--- config.mk ---
export PLATFORM = sky130hd
export DESIGN_NAME = iu_ctrl_top
export DESIGN_NICKNAME = d
export VERILOG_FILES = /design/src/design/iu_pkg.sv /design/src/design/iu_ctrl_top.sv /design/src/design/iu_retire_ctrl.sv /design/src/design/iu_ex2_wb_arb.sv /design/src/design/iu_ex1_ex2_pipe.sv /design/src/design/iu_ex1_fwd_mux.sv
export SDC_FILE = /design/constraint.sdc
export NUM_CORES = 1
export LEC_CHECK = 0
export BUFFER_PORTS_ARGS = -buffer_cell sky130_fd_sc_hd__buf_2
export CAP_MARGIN = 20
export CORE_AREA = 2 2 159 161
export CTS_CLUSTER_SIZE = 16
export DETAILED_ROUTE_END_ITERATION = 7
export DIE_AREA = 0 0 161 163
export RECOVER_POWER = 100
export SYNTH_ARGS = -nofsm -noshare
export SYNTH_HDL_FRONTEND = slang
export SYNTH_HIERARCHICAL = 1
export SYNTH_SLANG_ARGS = --single-unit
--- constraint.sdc ---
create_clock -name iu_ex1_fwd_dp_clk -period 14.49 [get_ports iu_ex1_fwd_dp_clk]
set_clock_uncertainty 0.2 [all_clocks]
set_input_delay 3.6225 -clock iu_ex1_fwd_dp_clk [delete_from_list [all_inputs] [get_ports iu_ex1_fwd_dp_clk]]
set_output_delay 3.6225 -clock iu_ex1_fwd_dp_clk [all_outputs]
set_load 0.01 [all_outputs]
--- src/design/iu_pkg.sv ---
// Shared widths, forward-select bit positions and bus structs, imported by every IU control block
package iu_pkg;

  // ==========================================================================
  // Widths
  // ==========================================================================
  localparam int PREG_W = 6;
  localparam int DATA_W = 32;
  localparam int SEL_W  = 6;

  // Bit positions inside the one-hot EX1 forward select
  localparam int SEL_DIV  = 0;
  localparam int SEL_MUL  = 1;
  localparam int SEL_BJU  = 2;
  localparam int SEL_ALU  = 3;
  localparam int SEL_LSU  = 4;
  localparam int SEL_XOCC = 5;

  typedef logic [PREG_W-1:0] preg_t;
  typedef logic [DATA_W-1:0] data_t;
  typedef logic [SEL_W-1:0]  fwd_sel_t;

  // ==========================================================================
  // Bus structs
  // ==========================================================================
  // Decoded instruction sitting in EX1
  typedef struct packed {
    logic  vld;
    logic  alu_sel;
    logic  mul_sel;
    logic  xocc_sel;
    logic  wb_vld;
    logic  rd_pair;
    preg_t dst_preg;
  } ex1_inst_t;

  // One execution unit's EX1 forward offer
  typedef struct packed {
    logic  cmplt_dp;
    logic  fwd_vld;
    data_t data;
  } unit_fwd_t;

  // Forward or write-back result
  typedef struct packed {
    logic  vld;
    preg_t preg;
    data_t data;
  } fwd_bus_t;

  // Result waiting for an EX2 write-back grant
  typedef struct packed {
    preg_t preg;
    data_t data;
  } wb_payload_t;

endpackage
--- src/design/iu_ctrl_top.sv ---
// Integer unit control and forwarding top level; wires the EX1 mux, pipe, EX2 arbiter and retire
module iu_ctrl_top (
  input  logic                iu_ex1_fwd_dp_clk,
  input  logic                cpurst_b,
  input  iu_pkg::ex1_inst_t   ex1_inst,
  input  iu_pkg::unit_fwd_t   div_ex1,
  input  iu_pkg::unit_fwd_t   alu_ex1,
  input  iu_pkg::unit_fwd_t   bju_ex1,
  input  iu_pkg::unit_fwd_t   lsu_ex1,
  input  iu_pkg::unit_fwd_t   xocc_ex1,
  input  iu_pkg::preg_t       lsu_ex1_preg,
  input  logic                mul_ex1_cmplt_dp,
  input  logic                alu_cmplt,
  input  logic                mul_cmplt,
  input  logic                div_cmplt,
  input  logic                inst_len,
  input  logic                split,
  input  logic                spec_expt_pending,
  input  logic                spec_halt_pending,
  input  logic                flush,
  input  logic                mul_ex2_inst_vld,
  input  logic                mul_ex2_rslt_vld,
  input  iu_pkg::data_t       mul_ex2_rslt,
  input  logic                lsu_wb_valid,
  input  iu_pkg::wb_payload_t lsu_wb,
  input  logic                div_wb_valid,
  input  iu_pkg::wb_payload_t div_wb,
  input  logic                bju_stall,
  input  logic                div_stall,
  input  logic                bju_no_op,
  input  logic                div_itering,
  output iu_pkg::fwd_bus_t    ex1_fwd,
  output logic                ex2_rd_pair,
  output iu_pkg::fwd_bus_t    wb,
  output logic                lsu_wb_ready,
  output logic                div_wb_ready,
  output logic                ex2_inst_vld,
  output logic                ex2_div_vld,
  output logic                rtu_cmplt,
  output logic                rtu_cmplt_dp,
  output logic                rtu_inst_vld,
  output logic                rtu_inst_len,
  output logic                rtu_split,
  output logic                idu_ex1_stall,
  output logic                no_op
);

  import iu_pkg::*;

  logic     ex1_rslt_vld;
  fwd_bus_t ex2_pipe;

  // ==========================================================================
  // EX1 stage
  // ==========================================================================
  iu_ex1_fwd_mux u_ex1_fwd_mux (
    .ex1_inst          (ex1_inst),
    .div_ex1           (div_ex1),
    .alu_ex1           (alu_ex1),
    .bju_ex1           (bju_ex1),
    .lsu_ex1           (lsu_ex1),
    .xocc_ex1          (xocc_ex1),
    .lsu_ex1_preg      (lsu_ex1_preg),
    .mul_ex1_cmplt_dp  (mul_ex1_cmplt_dp),
    .spec_expt_pending (spec_expt_pending),
    .spec_halt_pending (spec_halt_pending),
    .ex1_fwd           (ex1_fwd),
    .ex1_rslt_vld      (ex1_rslt_vld)
  );

  iu_ex1_ex2_pipe u_ex1_ex2_pipe (
    .iu_ex1_fwd_dp_clk (iu_ex1_fwd_dp_clk),
    .cpurst_b          (cpurst_b),
    .flush             (flush),
    .ex1_fwd           (ex1_fwd),
    .ex1_rslt_vld      (ex1_rslt_vld),
    .ex1_inst          (ex1_inst),
    .ex2_pipe          (ex2_pipe),
    .ex2_rd_pair       (ex2_rd_pair)
  );

  // ==========================================================================
  // EX2 stage and retire report
  // ==========================================================================
  iu_ex2_wb_arb u_ex2_wb_arb (
    .ex2_pipe         (ex2_pipe),
    .mul_ex2_inst_vld (mul_ex2_inst_vld),
    .mul_ex2_rslt_vld (mul_ex2_rslt_vld),
    .mul_ex2_rslt     (mul_ex2_rslt),
    .lsu_wb_valid     (lsu_wb_valid),
    .lsu_wb           (lsu_wb),
    .div_wb_valid     (div_wb_valid),
    .div_wb           (div_wb),
    .lsu_wb_ready     (lsu_wb_ready),
    .div_wb_ready     (div_wb_ready),
    .wb               (wb),
    .ex2_inst_vld     (ex2_inst_vld),
    .ex2_div_vld      (ex2_div_vld)
  );

  // Coprocessor completion is its datapath completion bit
  iu_retire_ctrl u_retire_ctrl (
    .ex1_inst         (ex1_inst),
    .alu_cmplt        (alu_cmplt),
    .mul_cmplt        (mul_cmplt),
    .div_cmplt        (div_cmplt),
    .xocc_cmplt       (xocc_ex1.cmplt_dp),
    .alu_cmplt_dp     (alu_ex1.cmplt_dp),
    .mul_cmplt_dp     (mul_ex1_cmplt_dp),
    .div_cmplt_dp     (div_ex1.cmplt_dp),
    .inst_len         (inst_len),
    .split            (split),
    .bju_stall        (bju_stall),
    .div_stall        (div_stall),
    .bju_no_op        (bju_no_op),
    .div_itering      (div_itering),
    .wb_vld           (wb.vld),
    .mul_ex2_inst_vld (mul_ex2_inst_vld),
    .rtu_cmplt        (rtu_cmplt),
    .rtu_cmplt_dp     (rtu_cmplt_dp),
    .rtu_inst_vld     (rtu_inst_vld),
    .rtu_inst_len     (rtu_inst_len),
    .rtu_split        (rtu_split),
    .idu_ex1_stall    (idu_ex1_stall),
    .no_op            (no_op)
  );

endmodule

--- src/design/iu_retire_ctrl.sv ---
// Builds the EX1 completion report for retire, the EX1 stall to decode and the unit-idle flag
module iu_retire_ctrl (
  input  iu_pkg::ex1_inst_t ex1_inst,
  input  logic              alu_cmplt,
  input  logic              mul_cmplt,
  input  logic              div_cmplt,
  input  logic              xocc_cmplt,
  input  logic              alu_cmplt_dp,
  input  logic              mul_cmplt_dp,
  input  logic              div_cmplt_dp,
  input  logic              inst_len,
  input  logic              split,
  input  logic              bju_stall,
  input  logic              div_stall,
  input  logic              bju_no_op,
  input  logic              div_itering,
  input  logic              wb_vld,
  input  logic              mul_ex2_inst_vld,
  output logic              rtu_cmplt,
  output logic              rtu_cmplt_dp,
  output logic              rtu_inst_vld,
  output logic              rtu_inst_len,
  output logic              rtu_split,
  output logic              idu_ex1_stall,
  output logic              no_op
);

  logic ex1_idle;
  logic ex2_idle;

  // Coprocessor counts for both the control and datapath completion
  assign rtu_cmplt    = alu_cmplt | mul_cmplt | div_cmplt | xocc_cmplt;
  assign rtu_cmplt_dp = alu_cmplt_dp | mul_cmplt_dp | div_cmplt_dp | xocc_cmplt;

  assign rtu_inst_vld = ex1_inst.vld;
  assign rtu_inst_len = inst_len;
  assign rtu_split    = split;

  assign idu_ex1_stall = bju_stall | div_stall;

  // Idle only when both stages are empty and no multi-cycle op is running
  assign ex1_idle = ~ex1_inst.vld;
  assign ex2_idle = ~(wb_vld | mul_ex2_inst_vld);

  assign no_op = ex1_idle & ex2_idle & bju_no_op & ~div_itering;

endmodule

--- src/design/iu_ex2_wb_arb.sv ---
// EX2 write-back arbiter; grants the load/store and divider results behind the IU's own result
module iu_ex2_wb_arb (
  input  iu_pkg::fwd_bus_t    ex2_pipe,
  input  logic                mul_ex2_inst_vld,
  input  logic                mul_ex2_rslt_vld,
  input  iu_pkg::data_t       mul_ex2_rslt,
  input  logic                lsu_wb_valid,
  input  iu_pkg::wb_payload_t lsu_wb,
  input  logic                div_wb_valid,
  input  iu_pkg::wb_payload_t div_wb,
  output logic                lsu_wb_ready,
  output logic                div_wb_ready,
  output iu_pkg::fwd_bus_t    wb,
  output logic                ex2_inst_vld,
  output logic                ex2_div_vld
);

  import iu_pkg::*;

  logic lsu_xfer;
  logic div_xfer;

  // ==========================================================================
  // Grants
  // ==========================================================================
  // Priority is IU result or multiplier, then load/store, then divider
  assign ex2_inst_vld = ex2_pipe.vld | mul_ex2_inst_vld;

  assign lsu_wb_ready = ~ex2_inst_vld;
  assign div_wb_ready = ~ex2_inst_vld & ~lsu_wb_valid;

  assign lsu_xfer    = lsu_wb_valid & lsu_wb_ready;
  assign div_xfer    = div_wb_valid & div_wb_ready;
  assign ex2_div_vld = div_xfer;

  // ==========================================================================
  // Write-back mux
  // ==========================================================================
  always_comb
  begin
    wb     = '0;
    wb.vld = ex2_pipe.vld | mul_ex2_rslt_vld | lsu_xfer | div_xfer;
    if (ex2_pipe.vld)
    begin
      wb.preg = ex2_pipe.preg;
      wb.data = ex2_pipe.data;
    end
    else if (mul_ex2_rslt_vld)
    begin
      // Multiplier destination was captured by the EX1/EX2 register
      wb.preg = ex2_pipe.preg;
      wb.data = mul_ex2_rslt;
    end
    else if (lsu_xfer)
    begin
      wb.preg = lsu_wb.preg;
      wb.data = lsu_wb.data;
    end
    else if (div_xfer)
    begin
      wb.preg = div_wb.preg;
      wb.data = div_wb.data;
    end
  end

endmodule

--- src/design/iu_ex1_ex2_pipe.sv ---
// EX1 to EX2 result register; the valid bit resets and flushes, the payload only loads
module iu_ex1_ex2_pipe (
  input  logic              iu_ex1_fwd_dp_clk,
  input  logic              cpurst_b,
  input  logic              flush,
  input  iu_pkg::fwd_bus_t  ex1_fwd,
  input  logic              ex1_rslt_vld,
  input  iu_pkg::ex1_inst_t ex1_inst,
  output iu_pkg::fwd_bus_t  ex2_pipe,
  output logic              ex2_rd_pair
);

  import iu_pkg::*;

  logic  rslt_vld_q;
  preg_t dst_preg_q;
  data_t rslt_q;
  logic  rd_pair_q;
  logic  inst_pipe_down;
  logic  preg_load;

  // ALU and multiplier ops always carry their destination into EX2
  assign inst_pipe_down = ex1_inst.vld & (ex1_inst.alu_sel | ex1_inst.mul_sel);
  assign preg_load      = ex1_rslt_vld | inst_pipe_down;

  always_ff @(posedge iu_ex1_fwd_dp_clk or negedge cpurst_b)
  begin
    if (!cpurst_b)
    begin
      rslt_vld_q <= 1'b0;
    end
    else if (flush)
    begin
      rslt_vld_q <= 1'b0;
    end
    else
    begin
      rslt_vld_q <= ex1_rslt_vld;
    end
  end

  // Payload holds unless loaded
  always_ff @(posedge iu_ex1_fwd_dp_clk)
  begin
    if (preg_load)
    begin
      dst_preg_q <= ex1_fwd.preg;
      rd_pair_q  <= ex1_inst.rd_pair;
    end
    if (ex1_rslt_vld)
    begin
      rslt_q <= ex1_fwd.data;
    end
  end

  assign ex2_pipe.vld  = rslt_vld_q;
  assign ex2_pipe.preg = dst_preg_q;
  assign ex2_pipe.data = rslt_q;
  assign ex2_rd_pair   = rd_pair_q;

endmodule

--- src/design/iu_ex1_fwd_mux.sv ---
// Picks the EX1 forward result sent back to decode and decides whether EX1 has a result to write
module iu_ex1_fwd_mux (
  input  iu_pkg::ex1_inst_t ex1_inst,
  input  iu_pkg::unit_fwd_t div_ex1,
  input  iu_pkg::unit_fwd_t alu_ex1,
  input  iu_pkg::unit_fwd_t bju_ex1,
  input  iu_pkg::unit_fwd_t lsu_ex1,
  input  iu_pkg::unit_fwd_t xocc_ex1,
  input  iu_pkg::preg_t     lsu_ex1_preg,
  input  logic              mul_ex1_cmplt_dp,
  input  logic              spec_expt_pending,
  input  logic              spec_halt_pending,
  output iu_pkg::fwd_bus_t  ex1_fwd,
  output logic              ex1_rslt_vld
);

  import iu_pkg::*;

  fwd_sel_t fwd_sel;
  logic     alu_rslt_vld;
  logic     xocc_rslt_vld;
  logic     spec_pending;

  // One completing unit per cycle, from the datapath completion bits
  assign fwd_sel[SEL_DIV]  = div_ex1.cmplt_dp;
  assign fwd_sel[SEL_MUL]  = mul_ex1_cmplt_dp;
  assign fwd_sel[SEL_BJU]  = bju_ex1.cmplt_dp;
  assign fwd_sel[SEL_ALU]  = alu_ex1.cmplt_dp;
  assign fwd_sel[SEL_LSU]  = lsu_ex1.cmplt_dp;
  assign fwd_sel[SEL_XOCC] = xocc_ex1.cmplt_dp;

  // ==========================================================================
  // Forward mux
  // ==========================================================================
  always_comb
  begin
    ex1_fwd = '0;
    if ($onehot(fwd_sel))
    begin
      ex1_fwd.preg = ex1_inst.dst_preg;
      if (fwd_sel[SEL_DIV])
      begin
        ex1_fwd.vld  = div_ex1.fwd_vld;
        ex1_fwd.data = div_ex1.data;
      end
      else if (fwd_sel[SEL_MUL])
      begin
        // Multiplier announces only its destination here and sends its data in EX2
        ex1_fwd.vld  = 1'b0;
        ex1_fwd.data = alu_ex1.data;
      end
      else if (fwd_sel[SEL_BJU])
      begin
        ex1_fwd.vld  = bju_ex1.fwd_vld;
        ex1_fwd.data = bju_ex1.data;
      end
      else if (fwd_sel[SEL_ALU])
      begin
        ex1_fwd.vld  = alu_ex1.fwd_vld;
        ex1_fwd.data = alu_ex1.data;
      end
      else if (fwd_sel[SEL_LSU])
      begin
        // Address generator carries its own destination
        ex1_fwd.vld  = lsu_ex1.fwd_vld;
        ex1_fwd.preg = lsu_ex1_preg;
        ex1_fwd.data = lsu_ex1.data;
      end
      else
      begin
        ex1_fwd.vld  = xocc_ex1.fwd_vld;
        ex1_fwd.data = xocc_ex1.data;
      end
    end
  end

  // ==========================================================================
  // Result valid toward EX2
  // ==========================================================================
  assign alu_rslt_vld  = ex1_inst.vld & ex1_inst.alu_sel & ex1_inst.wb_vld;
  assign xocc_rslt_vld = ex1_inst.vld & ex1_inst.xocc_sel & ex1_inst.wb_vld;
  assign spec_pending  = spec_expt_pending | spec_halt_pending;

  assign ex1_rslt_vld = (bju_ex1.fwd_vld | alu_rslt_vld | xocc_rslt_vld) & ~spec_pending;

endmodule

## Word level (Yosys, flattened, before mapping)

Index checks and enable logic that the tools add are counted.
Widths: inputs -> output; s select.

- Input bits: 315
- Register bits: 40
- Output and inout port bits: 90
- Word-level logic and storage cells: 66

- $add $sub $neg: 5
- Eq/ne operators: 1
- Muxes and demuxes: 21
- Bitwise gates (word level): 35

Operators by type and width:

| operator | count |
|---|---|
| $mux 32 | 5 |
| $mux 38 | 4 |
| $mux 39 | 1 |
| $mux 6 | 5 |
| $or 1x1->1 | 17 |
| $and 1x1->1 | 12 |
| $add 1x1->2 | 3 |
| $add 3x3->3 | 2 |
| $mux 1 | 6 |
| $not 1->1 | 6 |
| $eq 3x1->1 const B | 1 |

## Depth between registers and ports, before layout

Gate-level depths: netlist of run 1.

- Depth after elaboration: 10
- Gate-level depth with buffers: 12
- Depth with buffers taken out: 9

## Hierarchy

Netlist of run 1, hierarchy kept.

Modules (own cells, without submodules):

| module | seq. area each (um2) | instances | cells each | area each (um2) |
|---|---|---|---|---|
| iu_ex1_fwd_mux | 0.0 | 1 | 306 | 2100.8 |
| iu_ex1_ex2_pipe | 1196.1 | 1 | 44 | 1221.2 |
| iu_ex2_wb_arb | 0.0 | 1 | 143 | 957.2 |
| iu_retire_ctrl | 0.0 | 1 | 8 | 56.3 |

## Worst setup path after synthesis of run 1

Ideal clock, no wire load.

- Path kind: input-to-output
- Start: in div_ex1[33] (netlist bit)
- End: out ex1_fwd[10] (netlist bit)
- Data required time: 10668 ps
- Path buffers: 3
- Setup slack: 3965 ps
- Stages on the path: 12
- Arrival: 6703 ps
- Cell sequence: buf_2 inv_2 clkbuf_1 fa_1 fa_1 inv_1 ha_1 fa_1 nor3b_1 clkbuf_1 o21ai_0 a21oi_1

RTL lines:

| element | RTL line | RTL |
|---|---|---|
| start: declaration | iu_ctrl_top.sv:6 | `input iu_pkg::unit_fwd_t div_ex1,` |
| end: declaration | iu_ctrl_top.sv:32 | `output iu_pkg::fwd_bus_t ex1_fwd,` |

==> results of run 1 <==
[metrics by stage]
step | hold WS [ps] | cells | instance area, um2 | util [%]
5_1_grt | 2880 | 1193 | 6500 | 26.3
6_report | 2900 | 1193 | 6500 | 26.3
4_1_cts | 2890 | 1193 | 6680 | 27.1
3_5_place_dp | 3200 | 1185 | 6520 | 26.4
2_1_floorplan | 3130 | 501 | 4340 | -
3_3_place_gp | 3200 | 1185 | 6520 | 26.4
[placed cells by master, fill, tap and decap left out, types with 34 or more instances in the layout]
master,netlist,routed
a221oi_1,27,38
nor2b_1,34,34
nor2_1,50,49
a21oi_1,71,71
buf_2,14,324
o21ai_0,36,39
edfxtp_1,39,39
nor3b_1,34,34
clkbuf_1,25,81
[power groups by stage]
stage	Combinational [uW]	Sequential (uW)	Clock, uW
after CTS	206	150	136
after global placement	203	152	0
final	199	150	130
after detailed placement	206	152	0
after floorplan	108	146	0
after global routing	217	151	141
[final timing paths]
check | to | cells past startpoint | slack, ps
min | u_ex1_ex2_pipe/rslt_vld_q$_DFF_PN0_ | 1 | 2900
min in group iu_ex1_fwd_dp_clk | u_ex1_ex2_pipe/rslt_vld_q$_DFF_PN0_ | 2 | 3280
max | ex1_fwd[16] | 13 | 2000
max in group asynchronous | u_ex1_ex2_pipe/rslt_vld_q$_DFF_PN0_ | 1 | 11110
[layout make-up]
type	instances	area, um2	share of cell area [%]
clock buffers	6	129	1.98
well taps	330	413	6.35
multi-input cells	393	2710	41.6
repair buffers	412	1980	30.5
inverters	10	37.5	0.578
flip-flops and latches	40	1200	18.4
clock inverters	2	35.0	0.539
[flip-flops by register name (all words and copies together) (netlist names)]
| signal | flops |
|---|---|
| u_ex1_ex2_pipe/ex2_rd_pair | 1 |
| u_ex1_ex2_pipe/rslt_vld_q | 1 |
| u_ex1_ex2_pipe/dst_preg_q | 6 |
| u_ex1_ex2_pipe/rslt_q | 32 |
[metal layers]
metal / part of all wire, % / wire (um) / global-route usage (%)
met5: 0 / 0 / 0
met4: 2.0 / 446 / 4.59
met3: 7.6 / 1720 / 2.80
met2: 45 / 10300 / 25.4
met1: 45 / 10200 / 21.6
[cell families after synthesis]
family	after synthesis	synth area share [%]
compound gates	215	35.4
buf+inv	68	8.72
simple gates	141	19.0
mux	33	7.62
flops	40	27.6
fa+ha+maj	4	1.67
==> results.sh, run 1 <==
export IMPL_hold_buffers=0
export IMPL_setup_violations=0
export IMPL_cp_max_fo=38
export IMPL_clkTransAtPathRegs_ps=60
export IMPL_endpoint_kind="output port"
export IMPL_power_leakage_uw=0.00274
export IMPL_grt_pass1_vias=5233
export IMPL_cts_repair_resized=0
export IMPL_n_antenna_cell=0
export IMPL_fin_crit_ps=12490
export IMPL_hp_class="input pin to async pin"
export IMPL_synth_edf_count=39
export IMPL_overflow=0
export IMPL_start_util_pct=17.6
export IMPL_max_slew_margin_pct=-101
export IMPL_dp_hpwl_um=18100
export IMPL_synth_top_area_share_pct=27.0
export IMPL_yosysMostFrequentCell="a21oi_1"
export IMPL_max_slew_worst_pin_slew_ps=3010
export IMPL_ys_async_sr_fraction_pct=2.50
export IMPL_switching_share_pct=36.3
export IMPL_arrival_ps=8660
export IMPL_grt_max_degree=71
export IMPL_p_per_area_nw_per_um2=73.6
export IMPL_crit_buf_inv=6
export IMPL_critical_path_required_ps=10670
export IMPL_synth_area_leaders="edfxtp_1 (27%), a2111o_1 (8.6%), a21oi_1 (8.2%), mux2i_1 (7.6%), nor3b_1 (5.9%)"
export IMPL_combPwrFrac_pct=41.5
export IMPL_die_h_um=163
export IMPL_peakVddDrop_v=0.0000365
export IMPL_drc=0
export IMPL_drive_gt1_share_pct=40.3
export IMPL_vias_per_cell=4.76
export IMPL_yosysTopAreaCell="edfxtp_1"
export IMPL_core_um2=24700
export IMPL_die_x_um=161
export IMPL_postCtsSetupRepairBufs=0
export IMPL_violations="capacitance limit, slew limit"
export IMPL_fin_ws_ps=2000
export IMPL_intPower_uw=304
export IMPL_drtIter0Drc=417
export IMPL_rows=58
export IMPL_synthTopCellsByCount="a21oi_1 (71), nor2_1 (50), edfxtp_1 (39)"
export IMPL_final_setup_tns_ps=0
export IMPL_wire_per_inst_um=19.0
export IMPL_worst_path_most_repeated_cell="fa_1"
export IMPL_cts_buffer_depth=2
export IMPL_fmax_mhz=80.1
export IMPL_htree_num_levels=2
export IMPL_crit_start="div_ex1[33]"
export IMPL_cts_buffers=5
export IMPL_synth_nets=820
export IMPL_rsz0062_at_grt="no"
export IMPL_synth_ff_type="edfxtp_1"
export IMPL_cts_root_buf="clkbuf_16"
export IMPL_netlist_area_um2=4340
export IMPL_yosysSeqAreaShare_pct=27.6
export IMPL_ys_warnings_count=6
export IMPL_crit_family="buffers and inverters"
export IMPL_final_nets=1181
export IMPL_worstSetupPathType="input pin to output port"
export IMPL_p_sw_uw=174
export IMPL_dp_slack_ps=3250
export IMPL_drt_wl_total_um=22700
export IMPL_num_vias=5678
export IMPL_cap_violations=3
export IMPL_clkPwrFrac_pct=27.2
export IMPL_io_buffers=400
export IMPL_fillers=2792
export IMPL_syn_avg_cell_area_um2=8.65
export IMPL_dr_pass1_iters=5
export IMPL_finalWeightedCongestion=0.869
export IMPL_netlist_instances=501
export IMPL_slowest_stage="clkbuf_1"
export IMPL_syn_to_final_growth_pct=49.9
export IMPL_hold_viol=0
export IMPL_power_frac_seq_pct=31.3
export IMPL_power_uw=478
export IMPL_path_cells="buf_2 > buf_4 > inv_1 > fa_1 > fa_1 > inv_1 > ha_1 > fa_1 > nor3b_1 > clkbuf_1 > o21ai_0 > a21oi_1 > clkbuf_1"
export IMPL_ioPinCount=405
export IMPL_antenna_found_initial=0
export IMPL_crit_path_max_incr_delay_ps=1060
export IMPL_grt_usage_pct=15.8
export IMPL_grt_pass1_wl_um=31500
export IMPL_ys_ff_latch=40
export IMPL_detail_route_antenna_nets=0
export IMPL_clock_sinks=40
export IMPL_post_route_period_util_pct=86.2
export IMPL_worstSetupStartpointType="input pin"
export IMPL_tritoncts="yes"
export IMPL_outcome="finished with violations"
export IMPL_synth_cell_types=35
export IMPL_die_area_um2=26200
export IMPL_slew_viol_final=144
No activity file was read; power rests on OpenSTA's default activity.
==> run 2, diff against run 1 <==
--- a/config.mk
+++ b/config.mk
@@ -5,12 +5,13 @@
 export SDC_FILE = /design/constraint.sdc
 export NUM_CORES = 1
 export LEC_CHECK = 0
+export ABC_AREA = 1
 export BUFFER_PORTS_ARGS = -buffer_cell sky130_fd_sc_hd__buf_2
 export CAP_MARGIN = 20
-export CORE_AREA = 2 2 159 161
+export CORE_AREA = 2 2 156 158
 export CTS_CLUSTER_SIZE = 16
 export DETAILED_ROUTE_END_ITERATION = 7
-export DIE_AREA = 0 0 161 163
+export DIE_AREA = 0 0 158 160
 export RECOVER_POWER = 100
 export SYNTH_ARGS = -nofsm -noshare
 export SYNTH_HDL_FRONTEND = slang
==> results.sh, run 2 <==
export IMPL_outcome="finished with violations"
export IMPL_violations="capacitance limit, slew limit"
export IMPL_synthTopCellsByCount="nand2_1 (265), nor2_1 (165), nand3_1 (135)"
export IMPL_overflow=0
export IMPL_rsz0062_at_grt="no"
export IMPL_drtIter0Drc=503
export IMPL_largest_reg_flops=32
export IMPL_max_slew_worst_pin_slew_ps=4410
export IMPL_intPower_uw=302
export IMPL_critical_path_required_ps=10670
export IMPL_instances_no_fill=1531
export IMPL_final_setup_tns_ps=0
export IMPL_power_frac_seq_pct=30.0
export IMPL_die_h_um=160
export IMPL_yosysTopAreaCell="edfxtp_1"
export IMPL_yosysMostFrequentCell="nand2_1"
export IMPL_final_common_cell="buf_2"
export IMPL_dp_hpwl_um=19300
export IMPL_layout_common_cells="buf_2 (313), nand2_1 (265), nor2_1 (165)"
export IMPL_finalWeightedCongestion=0.924
export IMPL_drt_wl_total_um=24500
export IMPL_clock_sinks=40
export IMPL_slew_viol_final=74
export IMPL_syn_avg_cell_area_um2=5.74
export IMPL_fin_ws_ps=1470
export IMPL_cts_repair_resized=0
export IMPL_max_slew_margin_pct=-195
export IMPL_wire_per_inst_um=16.0
export IMPL_worstSetupStartpointType="input pin"
export IMPL_clkPwrFrac_pct=26.0
export IMPL_num_vias=7016
export IMPL_drc=0
export IMPL_worstSetupPathType="input pin to output port"
export IMPL_die_area_um2=25300
export IMPL_ys_ff_latch=40
export IMPL_tritoncts="yes"
export IMPL_antenna_found_initial=0
export IMPL_post_route_period_util_pct=89.9
export IMPL_dr_pass1_iters=5
export IMPL_netlist_instances=860
export IMPL_combPwrFrac_pct=43.9
export IMPL_postCtsSetupRepairBufs=0
export IMPL_synth_cell_types=28
export IMPL_cp_max_fo=35
export IMPL_die_x_um=158
export IMPL_endpoint_kind="output port"
export IMPL_setup_violations=0
export IMPL_htree_num_levels=2
export IMPL_ys_async_sr_fraction_pct=2.50
export IMPL_cap_violations=1
export IMPL_vias_per_cell=4.58
export IMPL_dp_cells=1521
export IMPL_cts_root_buf="clkbuf_16"
export IMPL_start_util_pct=20.7
export IMPL_p_sw_uw=191
export IMPL_arrival_ps=9200
export IMPL_netlist_area_um2=4940
export IMPL_reg_top3="u_ex1_ex2_pipe/rslt_q (32), u_ex1_ex2_pipe/dst_preg_q (6)"
export IMPL_cts_buffers=5
export IMPL_final_nets=1525
export IMPL_cts_buffer_depth=2
export IMPL_synth_area_leaders="edfxtp_1 (24%), nand2_1 (20%), nand3_1 (14%), nor2_1 (13%), a21oi_1 (5.0%)"
export IMPL_yosysSeqAreaShare_pct=24.2
export IMPL_ys_warnings_count=6
export IMPL_grt_pass1_vias=6442
export IMPL_fin_crit_ps=13020
export IMPL_switching_share_pct=38.8
export IMPL_io_buffers=400
export IMPL_synth_nets=1179
export IMPL_power_leakage_uw=0.00346
export IMPL_drive_gt1_share_pct=28.4
export IMPL_syn_to_final_growth_pct=42.1
export IMPL_largest_register="u_ex1_ex2_pipe/rslt_q"
export IMPL_synth_edf_count=39
export IMPL_clkTransAtPathRegs_ps=60
export IMPL_hold_buffers=0
export IMPL_p_per_area_nw_per_um2=70.3
export IMPL_ioPinCount=405
export IMPL_n_antenna_cell=0
export IMPL_grt_pass1_wl_um=34900
export IMPL_hold_viol=0
export IMPL_hp_class="input pin to async pin"
export IMPL_detail_route_antenna_nets=0
export IMPL_synth_top_area_share_pct=23.7
export IMPL_rows=57
export IMPL_fmax_mhz=76.8
export IMPL_dp_slack_ps=2400
export IMPL_grt_usage_pct=17.9
export IMPL_peakVddDrop_v=0.0000445
export IMPL_core_um2=23800
export IMPL_synth_ff_type="edfxtp_1"
export IMPL_grt_max_degree=74
==> run 2: changes by cell type in the layout (fill, tap and decap cells not counted), moves of 29 or more <==
cell	delta
nor2b_1	-34
o21ai_0	-29
nor3b_1	-34
a2111o_1	-33
mux2i_1	-33
o22ai_1	-32
nand2_1	+263
nor2_1	+116
nand3_1	+129
nand4_1	+32
a221oi_1	-38
inv_1	+38
==> run 2: worst paths after layout <==
| path | start | slack (ps) | cells past startpoint | to |
|---|---|---|---|---|
| min in group iu_ex1_fwd_dp_clk | flush | 3280 | 2 | u_ex1_ex2_pipe/rslt_vld_q$_DFF_PN0_ |
| min | cpurst_b | 2910 | 1 | u_ex1_ex2_pipe/rslt_vld_q$_DFF_PN0_ |
| max in group asynchronous | cpurst_b | 11050 | 1 | u_ex1_ex2_pipe/rslt_vld_q$_DFF_PN0_ |
| max | lsu_ex1[33] | 1470 | 14 | ex1_fwd[8] |
==> run 2: area by class of cell <==
cell class	instances	area (um2)
Clock buffer	6	129
Tap cell	324	405
Clock inverter	2	35.0
Inverter	59	224
Fill cell	2780	16800
Timing Repair Buffer	405	1930
Multi-Input combinational cell	695	3100
Sequential cell	40	1200
==> run 2: kinds of logic (layout without fill, tap and decap cells) <==
kind of cell | Yosys count | in the layout | synth area share [%]
buffers and inverters | 125 | 472 | 12.8
adders and majority gates | 4 | 4 | 1.47
DFF | 40 | 40 | 24.2
and+or+nand+nor | 629 | 629 | 55.2
AOI/OAI and AO/OA | 62 | 62 | 6.36
==> run 2: power groups by stage <==
stage / registers, uW / logic (uW) / clock network [uW]
2_1_floorplan: 146 / 123 / 0
3_3_place_gp: 151 / 220 / 0
3_5_place_dp: 151 / 222 / 0
4_1_cts: 148 / 223 / 132
5_1_grt: 149 / 240 / 136
6_report: 148 / 217 / 128
==> run 2: worst max-delay path: stages <==
cell and delay, ps:
buf_2 70, buf_4 350, clkinvlp_2 1130, fa_1 920
fa_1 490, inv_1 40, ha_1 200, fa_1 420
nor2_1 110, nand2_1 610, inv_2 600, o21ai_0 170
a21oi_1 220, clkbuf_1 210
==> run 2: stage by stage <==
| stage | power, uW | cell area [um2] | hold WS [ps] | utilization (%) |
|---|---|---|---|---|
| floorplan | 269 | 4940 | 3130 | - |
| detailed placement | 373 | 6970 | 3210 | 29.3 |
| global placement | 372 | 6970 | 3210 | 29.3 |
| finish | 493 | 7020 | 2910 | 29.5 |
| CTS | 504 | 7140 | 2900 | 30.0 |
| global route | 526 | 7020 | 2900 | 29.5 |
==> run 2: per-layer routing <==
layer  part of all wire [%]  GRT usage [%]  routed length (um)  vias to the layer above
li1                       -              -                   -                     3461
met1                     43           23.4               10400                     3158
met4                    3.2           6.63                 787                        0
met3                    7.6           2.06                1860                       41
met5                      0              0                   0                        -
met2                     47           30.1               11400                      356
==> run 3, diff against run 2 <==
--- a/config.mk
+++ b/config.mk
@@ -12,7 +12,7 @@
 export CTS_CLUSTER_SIZE = 16
 export DETAILED_ROUTE_END_ITERATION = 7
 export DIE_AREA = 0 0 158 160
-export RECOVER_POWER = 100
+export RECOVER_POWER = 25
 export SYNTH_ARGS = -nofsm -noshare
 export SYNTH_HDL_FRONTEND = slang
 export SYNTH_HIERARCHICAL = 1
==> results.sh, run 3 (synthesis results as in run 2) <==
export IMPL_outcome="completed"
export IMPL_htree_num_levels=2
export IMPL_cts_buffer_depth=2
export IMPL_overflow=0
export IMPL_fmax_mhz=82.8
export IMPL_final_setup_tns_ps=0
export IMPL_rsz0062_at_grt="no"
export IMPL_grt_pass1_vias=6442
export IMPL_fin_ws_ps=2420
export IMPL_fin_hold_ws_ps=2910
export IMPL_crit_start="lsu_ex1[33]"
export IMPL_die_h_um=160
export IMPL_dp_hpwl_um=19300
export IMPL_post_route_period_util_pct=83.3
export IMPL_largest_register="u_ex1_ex2_pipe/rslt_q"
export IMPL_arrival_ps=8250
export IMPL_clkPwrFrac_pct=25.6
export IMPL_vias_per_cell=4.60
export IMPL_cts_root_buf="clkbuf_16"
export IMPL_cap_violations=0
export IMPL_core_um2=23800
export IMPL_p_per_area_nw_per_um2=70.0
export IMPL_hold_viol=0
export IMPL_final_nets=1525
export IMPL_io_buffers=400
export IMPL_start_util_pct=20.7
export IMPL_die_x_um=158
export IMPL_switching_share_pct=38.1
export IMPL_drc=0
export IMPL_crit_family="buffers and inverters"
export IMPL_reg_top3="u_ex1_ex2_pipe/rslt_q (32), u_ex1_ex2_pipe/dst_preg_q (6)"
export IMPL_power_leakage_uw=0.00377
export IMPL_cp_max_fo=35
export IMPL_antenna_found_initial=0
export IMPL_postCtsSetupRepairBufs=0
export IMPL_grt_max_degree=74
export IMPL_path_cells="buf_2 > buf_4 > clkinv_2 > fa_1 > fa_1 > inv_1 > ha_1 > fa_1 > nor2_1 > nand2_1 > inv_2 > o21ai_0 > a21oi_1 > buf_2"
export IMPL_final_common_cell="buf_2"
export IMPL_crit_buf_inv=6
export IMPL_max_slew_margin_pct=2.80
export IMPL_rows=57
export IMPL_finalWeightedCongestion=0.924
export IMPL_largest_reg_flops=32
export IMPL_hp_class="input pin to async pin"
export IMPL_combPwrFrac_pct=44.7
export IMPL_detail_route_antenna_nets=0
export IMPL_syn_to_final_growth_pct=44.6
export IMPL_power_uw=500
export IMPL_worstSetupStartpointType="input pin"
export IMPL_power_frac_seq_pct=29.7
export IMPL_cts_buffers=5
export IMPL_dr_pass1_iters=5
export IMPL_intPower_uw=310
export IMPL_slowest_stage="fa_1"
export IMPL_hold_buffers=0
export IMPL_worstSetupPathType="input pin to output port"
export IMPL_instances_no_fill=1531
export IMPL_clkTransAtPathRegs_ps=60
export IMPL_setup_violations=0
export IMPL_die_area_um2=25300
export IMPL_slew_viol_final=0
export IMPL_tritoncts="yes"
export IMPL_p_sw_uw=190
export IMPL_critical_path_required_ps=10670
export IMPL_fin_crit_ps=12070
export IMPL_endpoint_kind="output port"
export IMPL_grt_usage_pct=17.9
export IMPL_worst_path_most_repeated_cell="fa_1"
export IMPL_clock_sinks=40
export IMPL_max_slew_worst_pin_slew_ps=1450
export IMPL_num_vias=7036
export IMPL_peakVddDrop_v=0.0000441
export IMPL_dp_slack_ps=2400
export IMPL_wire_per_inst_um=16.0
export IMPL_crit_path_max_incr_delay_ps=620
export IMPL_drtIter0Drc=507
export IMPL_n_antenna_cell=0
export IMPL_cts_repair_resized=0
export IMPL_dp_cells=1521
export IMPL_drive_gt1_share_pct=35.5
export IMPL_drt_wl_total_um=24400
export IMPL_ioPinCount=405
export IMPL_layout_common_cells="buf_2 (397), nand2_1 (265), nor2_1 (164)"
export IMPL_grt_pass1_wl_um=34900
-- run 3: stage by stage --
| stage | instance area (um2) | util [%] |
|---|---|---|
| 3_5_place_dp | 6970 | 29.3 |
| 3_3_place_gp | 6970 | 29.3 |
| 6_report | 7140 | 30.0 |
| 5_1_grt | 7140 | 30.0 |
| 4_1_cts | 7140 | 30.0 |
| 2_1_floorplan | 4940 | - |
-- run 3: routing by layer --
metal,global-route usage [%],up-vias,part of all wire (%)
met5,0,-,0
met4,6.63,0,3.2
met3,2.06,45,7.0
met2,30.1,360,47
met1,23.4,3164,43
li1,-,3467,-
-- run 3: layout make-up --
type	count	area [um2]
Clock buffer	6	129
Clock inverter	2	35.0
Fill cell	2751	16700
Inverter	59	224
Multi-Input combinational cell	695	3110
Sequential cell	40	1200
Tap cell	324	405
Timing Repair Buffer	405	2040
-- run 3: worst max-delay path by stage --
stage                             end  slack (ps)  depth (start not counted)
after floorplan           ex1_fwd[23]        4260                         14
after global placement    ex1_fwd[29]        2560                         14
after detailed placement  ex1_fwd[31]        2400                         14
after CTS                 ex1_fwd[31]        2400                         14
after global routing      ex1_fwd[26]        2090                         14
final                     ex1_fwd[29]        2420                         14
-- run 3: power by group through the flow --
stage / logic [uW] / clock network (uW) / registers [uW]
3_5_place_dp: 222 / 0 / 151
2_1_floorplan: 123 / 0 / 146
6_report: 223 / 128 / 148
3_3_place_gp: 220 / 0 / 151
4_1_cts: 223 / 132 / 148
5_1_grt: 247 / 136 / 149
